$ cat src/design/fmul_pkg.sv
`default_nettype none

package fmul_pkg;

	// binary32 format constants, sized to the internal exponent width
	localparam logic signed [9:0] FMUL_EXP_BIAS = 10'sd127;
	localparam logic signed [9:0] FMUL_EXP_MIN  = -10'sd126; // Smallest normal exponent
	localparam logic signed [9:0] FMUL_EXP_MAX  = 10'sd127;  // Largest finite exponent
	localparam logic [7:0]        FMUL_EXP_ALL1 = 8'hFF;     // Inf and NaN field

	// Right shift limit on underflow. Further bits all land in sticky
	localparam logic signed [9:0] FMUL_DENORM_SHIFT_MAX = 10'sd26;

	localparam logic [31:0] FMUL_QNAN = 32'hFFC00000;

	// Result class, decided once in stage 1
	typedef enum logic [1:0] {
		CLS_NORMAL,
		CLS_ZERO,
		CLS_INF,
		CLS_NAN
	} fmul_class_e;

	typedef struct packed {
		logic              sign;
		logic signed [9:0] exp;  // Unbiased
		logic [23:0]       mant; // Hidden bit included
	} fmul_operand_t;

	// Stage 1 and stage 2 output
	typedef struct packed {
		logic          valid;
		fmul_class_e   cls;
		logic          sign; // Result sign
		fmul_operand_t a;
		fmul_operand_t b;
	} fmul_unpack_t;

	// Stage 3 output
	typedef struct packed {
		logic              valid;
		fmul_class_e       cls;
		logic              sign;
		logic signed [9:0] exp;
		logic [47:0]       mant; // Full product
	} fmul_prod_t;

	// Stage 4 output
	typedef struct packed {
		logic              valid;
		fmul_class_e       cls;
		logic              sign;
		logic signed [9:0] exp;
		logic [23:0]       mant; // Rounded
	} fmul_round_t;

endpackage

`default_nettype wire

$ cat src/design/fmul_unpack.sv
`timescale 1ns/1ps
`default_nettype none

module fmul_unpack (
	input  logic                   clk,
	input  logic                   round_bit,
	input  logic                   in_valid,
	input  logic [31:0]            a,
	input  logic [31:0]            b,
	output fmul_pkg::fmul_unpack_t out
);
	import fmul_pkg::*;

	logic a_zero, b_zero;
	logic a_inf, b_inf;
	logic a_nan, b_nan;
	fmul_class_e cls;
	fmul_operand_t op_a, op_b;

	function automatic fmul_operand_t split(input logic [31:0] x);
		fmul_operand_t op;
		op.sign = x[31];
		if (x[30:23] == 8'd0) begin
			op.exp  = FMUL_EXP_MIN; // Subnormal or zero
			op.mant = {1'b0, x[22:0]};
		end else begin
			op.exp  = $signed({2'b00, x[30:23]}) - FMUL_EXP_BIAS;
			op.mant = {1'b1, x[22:0]};
		end
		return op;
	endfunction

	assign op_a = split(a);
	assign op_b = split(b);

	assign a_zero = (a[30:0] == 31'd0);
	assign b_zero = (b[30:0] == 31'd0);
	assign a_inf  = (a[30:23] == FMUL_EXP_ALL1) && (a[22:0] == 23'd0);
	assign b_inf  = (b[30:23] == FMUL_EXP_ALL1) && (b[22:0] == 23'd0);
	assign a_nan  = (a[30:23] == FMUL_EXP_ALL1) && (a[22:0] != 23'd0);
	assign b_nan  = (b[30:23] == FMUL_EXP_ALL1) && (b[22:0] != 23'd0);

	always_comb begin
		if (a_nan || b_nan)
			cls = CLS_NAN;
		else if ((a_inf && b_zero) || (b_inf && a_zero))
			cls = CLS_NAN; // Inf times zero
		else if (a_inf || b_inf)
			cls = CLS_INF;
		else if (a_zero || b_zero)
			cls = CLS_ZERO;
		else
			cls = CLS_NORMAL;
	end

	always_ff @(posedge clk or posedge round_bit) begin
		if (round_bit) begin
			out <= '0;
		end else begin
			out.valid <= in_valid;
			out.cls   <= cls;
			out.sign  <= op_a.sign ^ op_b.sign;
			out.a     <= op_a;
			out.b     <= op_b;
		end
	end

endmodule

`default_nettype wire

$ cat src/design/fmul_normalize.sv
`timescale 1ns/1ps
`default_nettype none

module fmul_normalize (
	input  logic                   clk,
	input  logic                   round_bit,
	input  fmul_pkg::fmul_unpack_t in,
	output fmul_pkg::fmul_unpack_t out
);
	import fmul_pkg::*;

	fmul_unpack_t nxt;

	// Leading zeros of a 24-bit mantissa, 24 when all clear
	function automatic logic [4:0] lead_zeros(input logic [23:0] m);
		logic [4:0] n;
		n = 5'd24;
		for (int i = 0; i < 24; i++) begin
			if (m[i])
				n = 5'(23 - i); // Highest set bit wins
		end
		return n;
	endfunction

	function automatic fmul_operand_t norm_op(input fmul_operand_t op);
		fmul_operand_t res;
		logic [4:0] n;
		res = op;
		n   = lead_zeros(op.mant);
		if (!op.mant[23]) begin
			res.mant = op.mant << n;
			res.exp  = op.exp - $signed({5'b00000, n});
		end
		return res;
	endfunction

	always_comb begin
		nxt   = in;
		nxt.a = norm_op(in.a);
		nxt.b = norm_op(in.b);
	end

	always_ff @(posedge clk or posedge round_bit) begin
		if (round_bit)
			out <= '0;
		else
			out <= nxt;
	end

endmodule

`default_nettype wire

$ cat src/design/fmul_multiply.sv
`timescale 1ns/1ps
`default_nettype none

module fmul_multiply (
	input  logic                   clk,
	input  logic                   round_bit,
	input  fmul_pkg::fmul_unpack_t in,
	output fmul_pkg::fmul_prod_t   out
);
	import fmul_pkg::*;

	logic signed [9:0] exp_sum;
	logic [47:0]       product;

	// Product of two 1.x mantissas has its point above bit 46, hence the +1
	assign exp_sum = in.a.exp + in.b.exp + 10'sd1;
	assign product = in.a.mant * in.b.mant;

	always_ff @(posedge clk or posedge round_bit) begin
		if (round_bit) begin
			out <= '0;
		end else begin
			out.valid <= in.valid;
			out.cls   <= in.cls;
			out.sign  <= in.sign;
			out.exp   <= exp_sum;
			out.mant  <= product;
		end
	end

endmodule

`default_nettype wire

$ cat src/design/fmul_round.sv
`timescale 1ns/1ps
`default_nettype none

module fmul_round (
	input  logic                 clk,
	input  logic                 round_bit,
	input  fmul_pkg::fmul_prod_t in,
	output fmul_pkg::fmul_round_t out
);
	import fmul_pkg::*;

	logic [47:0]       m_norm;
	logic signed [9:0] e_norm;
	logic signed [9:0] under;
	logic [4:0]        sh;
	logic [47:0]       lost_mask;
	logic [47:0]       m_den;
	logic signed [9:0] e_den;
	logic              lost;
	logic [23:0]       m_top;
	logic              guard;
	logic              rnd;
	logic              sticky;
	logic              round_up;
	logic [24:0]       m_sum;
	fmul_round_t       nxt;

	// Product in [1,4), bring it to [1,2)
	always_comb begin
		if (in.mant[47]) begin
			m_norm = in.mant;
			e_norm = in.exp;
		end else begin
			m_norm = in.mant << 1;
			e_norm = in.exp - 10'sd1;
		end
	end

	// Denormalize below the smallest normal exponent
	assign under = FMUL_EXP_MIN - e_norm;

	always_comb begin
		if (e_norm >= FMUL_EXP_MIN)
			sh = 5'd0;
		else if (under > FMUL_DENORM_SHIFT_MAX)
			sh = FMUL_DENORM_SHIFT_MAX[4:0];
		else
			sh = under[4:0];
	end

	assign lost_mask = (48'd1 << sh) - 48'd1;
	assign lost      = |(m_norm & lost_mask); // Bits shifted out
	assign m_den     = m_norm >> sh;
	assign e_den     = (e_norm < FMUL_EXP_MIN) ? FMUL_EXP_MIN : e_norm;

	assign m_top    = m_den[47:24];
	assign guard    = m_den[23];
	assign rnd      = m_den[22];
	assign sticky   = (|m_den[21:0]) | lost;
	assign round_up = guard & (rnd | sticky | m_top[0]); // Nearest, ties to even
	assign m_sum    = {1'b0, m_top} + {24'd0, round_up};

	always_comb begin
		nxt.valid = in.valid;
		nxt.cls   = in.cls;
		nxt.sign  = in.sign;
		if (m_sum[24]) begin
			nxt.mant = m_sum[24:1]; // Carry out of rounding
			nxt.exp  = e_den + 10'sd1;
		end else begin
			nxt.mant = m_sum[23:0];
			nxt.exp  = e_den;
		end
	end

	always_ff @(posedge clk or posedge round_bit) begin
		if (round_bit)
			out <= '0;
		else
			out <= nxt;
	end

endmodule

`default_nettype wire

$ cat src/design/fmul_pack.sv
`timescale 1ns/1ps
`default_nettype none

module fmul_pack (
	input  logic                  clk,
	input  logic                  round_bit,
	input  fmul_pkg::fmul_round_t in,
	output logic                  out_valid,
	output logic [31:0]           z
);
	import fmul_pkg::*;

	logic signed [9:0] exp_biased;
	logic [31:0]       z_nxt;

	assign exp_biased = in.exp + FMUL_EXP_BIAS;

	always_comb begin
		case (in.cls)
			CLS_NAN:  z_nxt = FMUL_QNAN;
			CLS_INF:  z_nxt = {in.sign, FMUL_EXP_ALL1, 23'd0};
			CLS_ZERO: z_nxt = {in.sign, 31'd0};
			default: begin
				if (in.exp > FMUL_EXP_MAX)
					z_nxt = {in.sign, FMUL_EXP_ALL1, 23'd0}; // Overflow
				else if (in.exp == FMUL_EXP_MIN && !in.mant[23])
					z_nxt = {in.sign, 8'd0, in.mant[22:0]}; // Subnormal or zero
				else
					z_nxt = {in.sign, exp_biased[7:0], in.mant[22:0]};
			end
		endcase
	end

	always_ff @(posedge clk or posedge round_bit) begin
		if (round_bit) begin
			out_valid <= 1'b0;
			z         <= 32'd0;
		end else begin
			out_valid <= in.valid;
			z         <= z_nxt;
		end
	end

endmodule

`default_nettype wire

$ cat src/design/fmul_top.sv
`timescale 1ns/1ps
`default_nettype none

module fmul_top (
	input  logic        clk,
	input  logic        round_bit,
	input  logic        in_valid,
	input  logic [31:0] a,
	input  logic [31:0] b,
	output logic        out_valid,
	output logic [31:0] z
);
	import fmul_pkg::*;

	fmul_unpack_t unpack_q;
	fmul_unpack_t norm_q;
	fmul_prod_t   prod_q;
	fmul_round_t  round_q;

	fmul_unpack i_unpack (
		.clk       (clk),
		.round_bit (round_bit),
		.in_valid  (in_valid),
		.a         (a),
		.b         (b),
		.out       (unpack_q)
	);

	fmul_normalize i_normalize (
		.clk       (clk),
		.round_bit (round_bit),
		.in        (unpack_q),
		.out       (norm_q)
	);

	fmul_multiply i_multiply (
		.clk       (clk),
		.round_bit (round_bit),
		.in        (norm_q),
		.out       (prod_q)
	);

	fmul_round i_round (
		.clk       (clk),
		.round_bit (round_bit),
		.in        (prod_q),
		.out       (round_q)
	);

	fmul_pack i_pack (
		.clk       (clk),
		.round_bit (round_bit),
		.in        (round_q),
		.out_valid (out_valid),
		.z         (z)
	);

endmodule

`default_nettype wire

$ cat config.mk
export PLATFORM = sky130hd
export DESIGN_NAME = fmul_top
export DESIGN_NICKNAME = d
export VERILOG_FILES = /design/src/design/fmul_pkg.sv /design/src/design/fmul_unpack.sv /design/src/design/fmul_normalize.sv /design/src/design/fmul_multiply.sv /design/src/design/fmul_round.sv /design/src/design/fmul_pack.sv /design/src/design/fmul_top.sv
export SDC_FILE = /design/constraint.sdc
export NUM_CORES = 2
export LEC_CHECK = 0
export ABC_CLOCK_PERIOD_IN_PS = 7350
export BUFFER_PORTS_ARGS = -buffer_cell sky130_fd_sc_hd__buf_4
export CORE_ASPECT_RATIO = 1.75
export CORE_MARGIN = 1
export CORE_UTILIZATION = 45
export CTS_CLUSTER_DIAMETER = 80
export DETAILED_ROUTE_END_ITERATION = 12
export GPL_TIMING_DRIVEN = 0
export PLACE_DENSITY = 0.61
export REMOVE_ABC_BUFFERS = 1
export SYNTH_ARGS = -nofsm -noshare
export SYNTH_HDL_FRONTEND = slang
export SYNTH_SLANG_ARGS = --single-unit
export TNS_END_PERCENT = 100
$ cat constraint.sdc
create_clock -name clk -period 7.35 [get_ports clk]
set_clock_uncertainty 0.2 [all_clocks]
set_input_delay 0.3675 -clock clk [delete_from_list [all_inputs] [get_ports clk]]
set_output_delay 0.3675 -clock clk [all_outputs]
set_load 0.02 [all_outputs]
# == After elaboration in Yosys (flattened, before gate mapping) ==
# Cells that the tools add are included.
# word_totals
ff_bits,277
output_inout_bits,33
# classes
shift,4
n_eq_ne,6
bitwise_logic,6
mul,1
n_addsub,12
reduce_logical,22
n_mux,65
n_lt_le_gt_ge,4
# op_table
op,n
$mux W34,5
$mux W5,34
$pmux W32 S3,1
$mux W4,16
$logic_not A31 Y1,2
$mux W31,2
$and A48 B48 Y48,1
$mul A24 B24 Y48,1
$mux W48,1
$reduce_or A48 Y1,1
$shl A1 B5 Y48 const A,1
$shl A24 B5 Y24,2
$shr A48 B5 Y48,1
$sub A48 B1 Y48 const B,1
$logic_not A23 Y1,2
$reduce_bool A23 Y1,2
$add A24 B1 Y25,1
$reduce_or A22 Y1,1
$add A10 B2 Y10 const B,2
$mux W10,2
$sub A10 B6 Y10,2
$sub A8 B7 Y9 const B,2
$eq A8 B8 Y1 const B,2
$logic_not A8 Y1,2
19 further kinds,33

# == Longest topological paths before layout ==
# depth
depth_word,26
ltp_mapped,31

# == Cells and area by module ==
# Synthesis repeated with hierarchy kept, for this count alone.
# unflattened
cells_unflattened,4192
hier_area_um2,37111.8
# by_module_without_submodules
module,instances,cells_per_inst,area_each_um2,seq_area_each_um2
fmul_multiply,1,2299,20953.8,1551.5
fmul_round,1,1049,7353.3,950.9
fmul_normalize,1,591,5211.2,1851.8
fmul_unpack,1,157,2353.5,1801.7
fmul_pack,1,96,1239.9,825.8

# == Worst setup path after synthesis ==
# Ideal clock, no wire load.
# synth_path
path_type,register -> register
startpoint,reg i_normalize.out[3] in the netlist's numbering
endpoint,reg i_multiply.out[47] in the netlist's numbering
setup_slack_ps,-44
required_ps,7070
path_buffers,1
t_arrival_ps,7114
path_stages_with_launch,27
cell_sequence,dfrtp_1 -> clkbuf_1 -> nand2_1 -> fa_1 -> inv_1 -> fa_1 -> fa_1 -> inv_1 -> fa_1 -> fa_1 -> inv_1 -> fa_1 -> fa_1 -> ha_1 -> a21oi_1 -> nor2_1 -> a211oi_1 -> a21oi_1 -> o21ai_0 -> o21ai_0 -> a41o_1 -> o41ai_1 -> o31ai_1 -> nor2_1 -> o21ai_0 -> a21oi_1 -> xnor2_1
# synth_via
elab_chain_len,1
# synth_rtl
item,line,rtl
start: declaration,fmul_normalize.sv:8,output fmul_pkg::fmul_unpack_t out
start signal: assignment,fmul_normalize.sv:47,out <= nxt;
$mul A24 B24 Y48,fmul_multiply.sv:17,assign product = in.a.mant * in.b.mant;
via i_multiply.product[47],fmul_multiply.sv:13,logic [47:0] product;
end: declaration,fmul_multiply.sv:8,output fmul_pkg::fmul_prod_t out
# The timed path passes the listed nets, and every way through them passes these cells.

# == Final worst setup path ==
# layout_path
startpoint,reg i_normalize.out[0] in the netlist's numbering
endpoint,reg i_multiply.out[46] in the netlist's numbering
# The elaborated chain is that of the path after synthesis.

==> results.json <==
{
  "seq_area_frac_synth": 0.194,
  "cp.required_ns": 7.68,
  "utilization": 0.530,
  "gr-total-overflow": 0,
  "startpoint_type": "flop",
  "htree_levels": 1,
  "vias_per_cell": 5.77,
  "final_nets": 4885,
  "cts_buffer_depth": 3,
  "vias": 29900,
  "grt_setup_unrepaired": "true",
  "die-area_um2": 79800,
  "critPathCaptureType": "flop",
  "avgSynthCellArea_um2": 8.96,
  "num_io_pins": 100,
  "cp_common_cell": "fa_1",
  "hp-class": "reg -> reg",
  "fp-row-count": 135,
  "clkTransAtPathRegs_ns": 0.07,
  "detail_route.wl_per_cell_um": 22.9,
  "antenna_found_initial": 3,
  "nFillCells": 7241,
  "worst_path_max_delay_cell": "fa_1",
  "syn_to_final_growth_pct": 16.3,
  "postRouteAntennaNets": 0,
  "relSlewSlack": 0.130,
  "arrival_ns": 7.86,
  "antennaDiodeCount": 0,
  "cts_root_buf": "clkbuf_16",
  "fp.dieH_um": 373,
  "cts_tree": "yes",
  "synth-seq-cells": 275,
  "yosys_most_used_dff": "dfrtp_1",
  "synth_edf_count": 0,
  "status": "finished with violations",
  "dp_hpwl_mm": 81.9,
  "cp-startpoint": "i_normalize.out[0]",
  "critPathMaxStageDelay_ns": 0.59,
  "yosys_warnings": 0,
  "met2_wirelength_mm": 62.2,
  "hold_violations": 0,
  "cp_max_fo": 6,
  "numCtsBuffers": 29,
  "violations": "setup timing",
  "endpoint": "i_multiply.out[46]",
  "io_buffers": 99,
  "grt_pass1_vias": 31500,
  "syn_area_um2": 35400,
  "setup_viol": 4,
  "grt_usage": 0.299,
  "start_util": 0.456,
  "drt_wl_total_mm": 119,
  "grt_pass1_wl_mm": 182,
  "maxCapViolations": 0,
  "die_w_um": 214,
  "place.gp.congestion": 0.998,
  "wl_met1_mm": 38.2,
  "fin_setup_tns_ns": -0.393,
  "drive_above_1_share": 0.139,
  "fin_ws_ns": -0.186,
  "firstDrtPassIters": 8,
  "fin_crit_ns": 7.54,
  "fp.coreArea_um2": 77700,
  "rr_endpoint": "i_multiply.out[46]",
  "holdPathStages": 0,
  "period_share": 1.03,
  "postSynthCellCount": 3950,
  "maxSlewViolCount": 0,
  "top_layer": "met4",
  "first_iter_violations": 1829,
  "clkSinkCount": 275,
  "synthArstFlopShare": 1.00,
  "regToRegSetupSlack_ns": -0.19,
  "wl_met3_mm": 6.66,
  "clock_latency_ns": 0.61,
  "ys_types": 108,
  "r2r_start": "i_normalize.out[0]",
  "grt_max_degree": 138,
  "drc": 0,
  "fmax_mhz": 133,
  "critPathKind": "reg -> reg",
  "tightest_slew_ns": 1.30,
  "ff2ff_path_depth": 26
}
cell type report:
| cell class | instances | area (µm²) | area share |
|---|---|---|---|
| multi-input combinational | 2923 | 26400 | 0.642 |
| clock buffer | 33 | 771 | 0.0187 |
| inverter | 558 | 2110 | 0.0512 |
| tap | 1027 | 1280 | 0.0312 |
| sequential | 275 | 7030 | 0.171 |
| timing repair buffer | 340 | 3300 | 0.0802 |
| clock inverter | 20 | 228 | 0.00553 |
registers in the layout, summed over array words and instances (netlist names):
signal	cells
i_multiply.out	62
i_normalize.out	72
i_pack.out_valid	1
i_pack.z	32
i_round.out	38
i_unpack.out	70
metrics by stage:
| stage | hold WS, ns | std cells | setup slack [ns] | cell area [µm²] |
|---|---|---|---|---|
| 3_3_place_gp | 0.131 | 4878 | -6.66 | 36600 |
| 4_1_cts | 0.148 | 5147 | -0.0766 | 40700 |
| 2_1_floorplan | 0.131 | 3752 | -2.07 | 34600 |
| 6_report | 0.146 | 5176 | -0.186 | 41200 |
| 3_5_place_dp | 0.0802 | 4890 | -2.66 | 36900 |
| 5_1_grt | 0.152 | 5176 | -0.420 | 41200 |
worst min-delay path by stage:
stage	to	slack (ns)	startpoint
finish	i_normalize.out[73]	0.15	i_unpack.out[73]
global route	i_round.out[34]	0.15	i_multiply.out[58]
CTS	i_multiply.out[61]	0.15	i_normalize.out[73]
detailed placement	i_pack.out_valid	0.08	round_bit
global placement	i_multiply.out[61]	0.13	i_normalize.out[73]
floorplan	i_multiply.out[58]	0.13	i_normalize.out[70]
Yosys cell counts (22+ instances only):
master / instances / share of area
a211oi_1: 30 / 0.0064
a21o_1: 37 / 0.0078
a21oi_1: 142 / 0.020
a31oi_1: 23 / 0.0041
and2_1: 232 / 0.041
clkbuf_1: 155 / 0.016
dfrtp_1: 275 / 0.19
fa_1: 485 / 0.27
ha_1: 206 / 0.073
inv_1: 555 / 0.059
mux2_2: 40 / 0.013
mux2i_1: 129 / 0.036
nand2_1: 578 / 0.061
nand2b_1: 22 / 0.0039
nand3_1: 82 / 0.012
nand4_1: 28 / 0.0049
nor2_1: 171 / 0.018
nor3_1: 74 / 0.010
nor4_1: 44 / 0.0078
o211ai_1: 23 / 0.0049
o21ai_0: 125 / 0.018
o21bai_1: 23 / 0.0049
o22ai_1: 24 / 0.0042
xnor2_1: 88 / 0.022
xor2_1: 34 / 0.0084
cell usage in the layout (no fill, tap or decap), drive strengths merged, types with 79 or more instances in the layout:
cell / instances
mux2i: 129
a21oi: 144
nor3: 79
dfrtp: 275
nand3: 83
inv: 561
nor2: 173
nand2: 581
xnor2: 88
o21ai: 130
fa: 485
and2: 233
buf: 260
ha: 206
metal layers:
metal | GRT usage | up-vias
met1 | 0.294 | 14900
met3 | 0.0399 | 517
met5 | 0 | -
met4 | 0.239 | 0
met2 | 0.557 | 1197
li1 | - | 13300
worst max-delay path: cells and delay by family, from the launching register on:
| kind | cells | cell delay (ns) |
|---|---|---|
| DFF | 1 | 0.50 |
| AOI/OAI and AO/OA | 10 | 1.88 |
| and+or+nand+nor | 4 | 0.53 |
| buffers and inverters | 3 | 0.29 |
| xor gates and xnor gates | 1 | 0.14 |
| adders and majority gates | 8 | 3.89 |
logic make-up (layout without fill, tap and decap cells):
logic type / Yosys count / in the layout / synth area share
fa+ha+maj: 692 / 692 / 0.347
flops: 275 / 275 / 0.194
simple gates: 1330 / 1332 / 0.181
mux: 169 / 169 / 0.0492
buf+inv: 756 / 951 / 0.0815
compound gates: 606 / 608 / 0.116
xor+xnor: 122 / 122 / 0.0302
timing repair:
action	4_1_cts	5_1_grt
gates resized for setup	174	67
hold buffers	78	0
endpoints found under the setup margin	56	39
hold endpoints to repair	345	0
cloned	4	2
pin swaps	72	72
buffers inserted	122	26
Power is left out: the tool's default activity adds up to more than one toggle a clock period on the data nets, which glitch-free logic cannot reach.
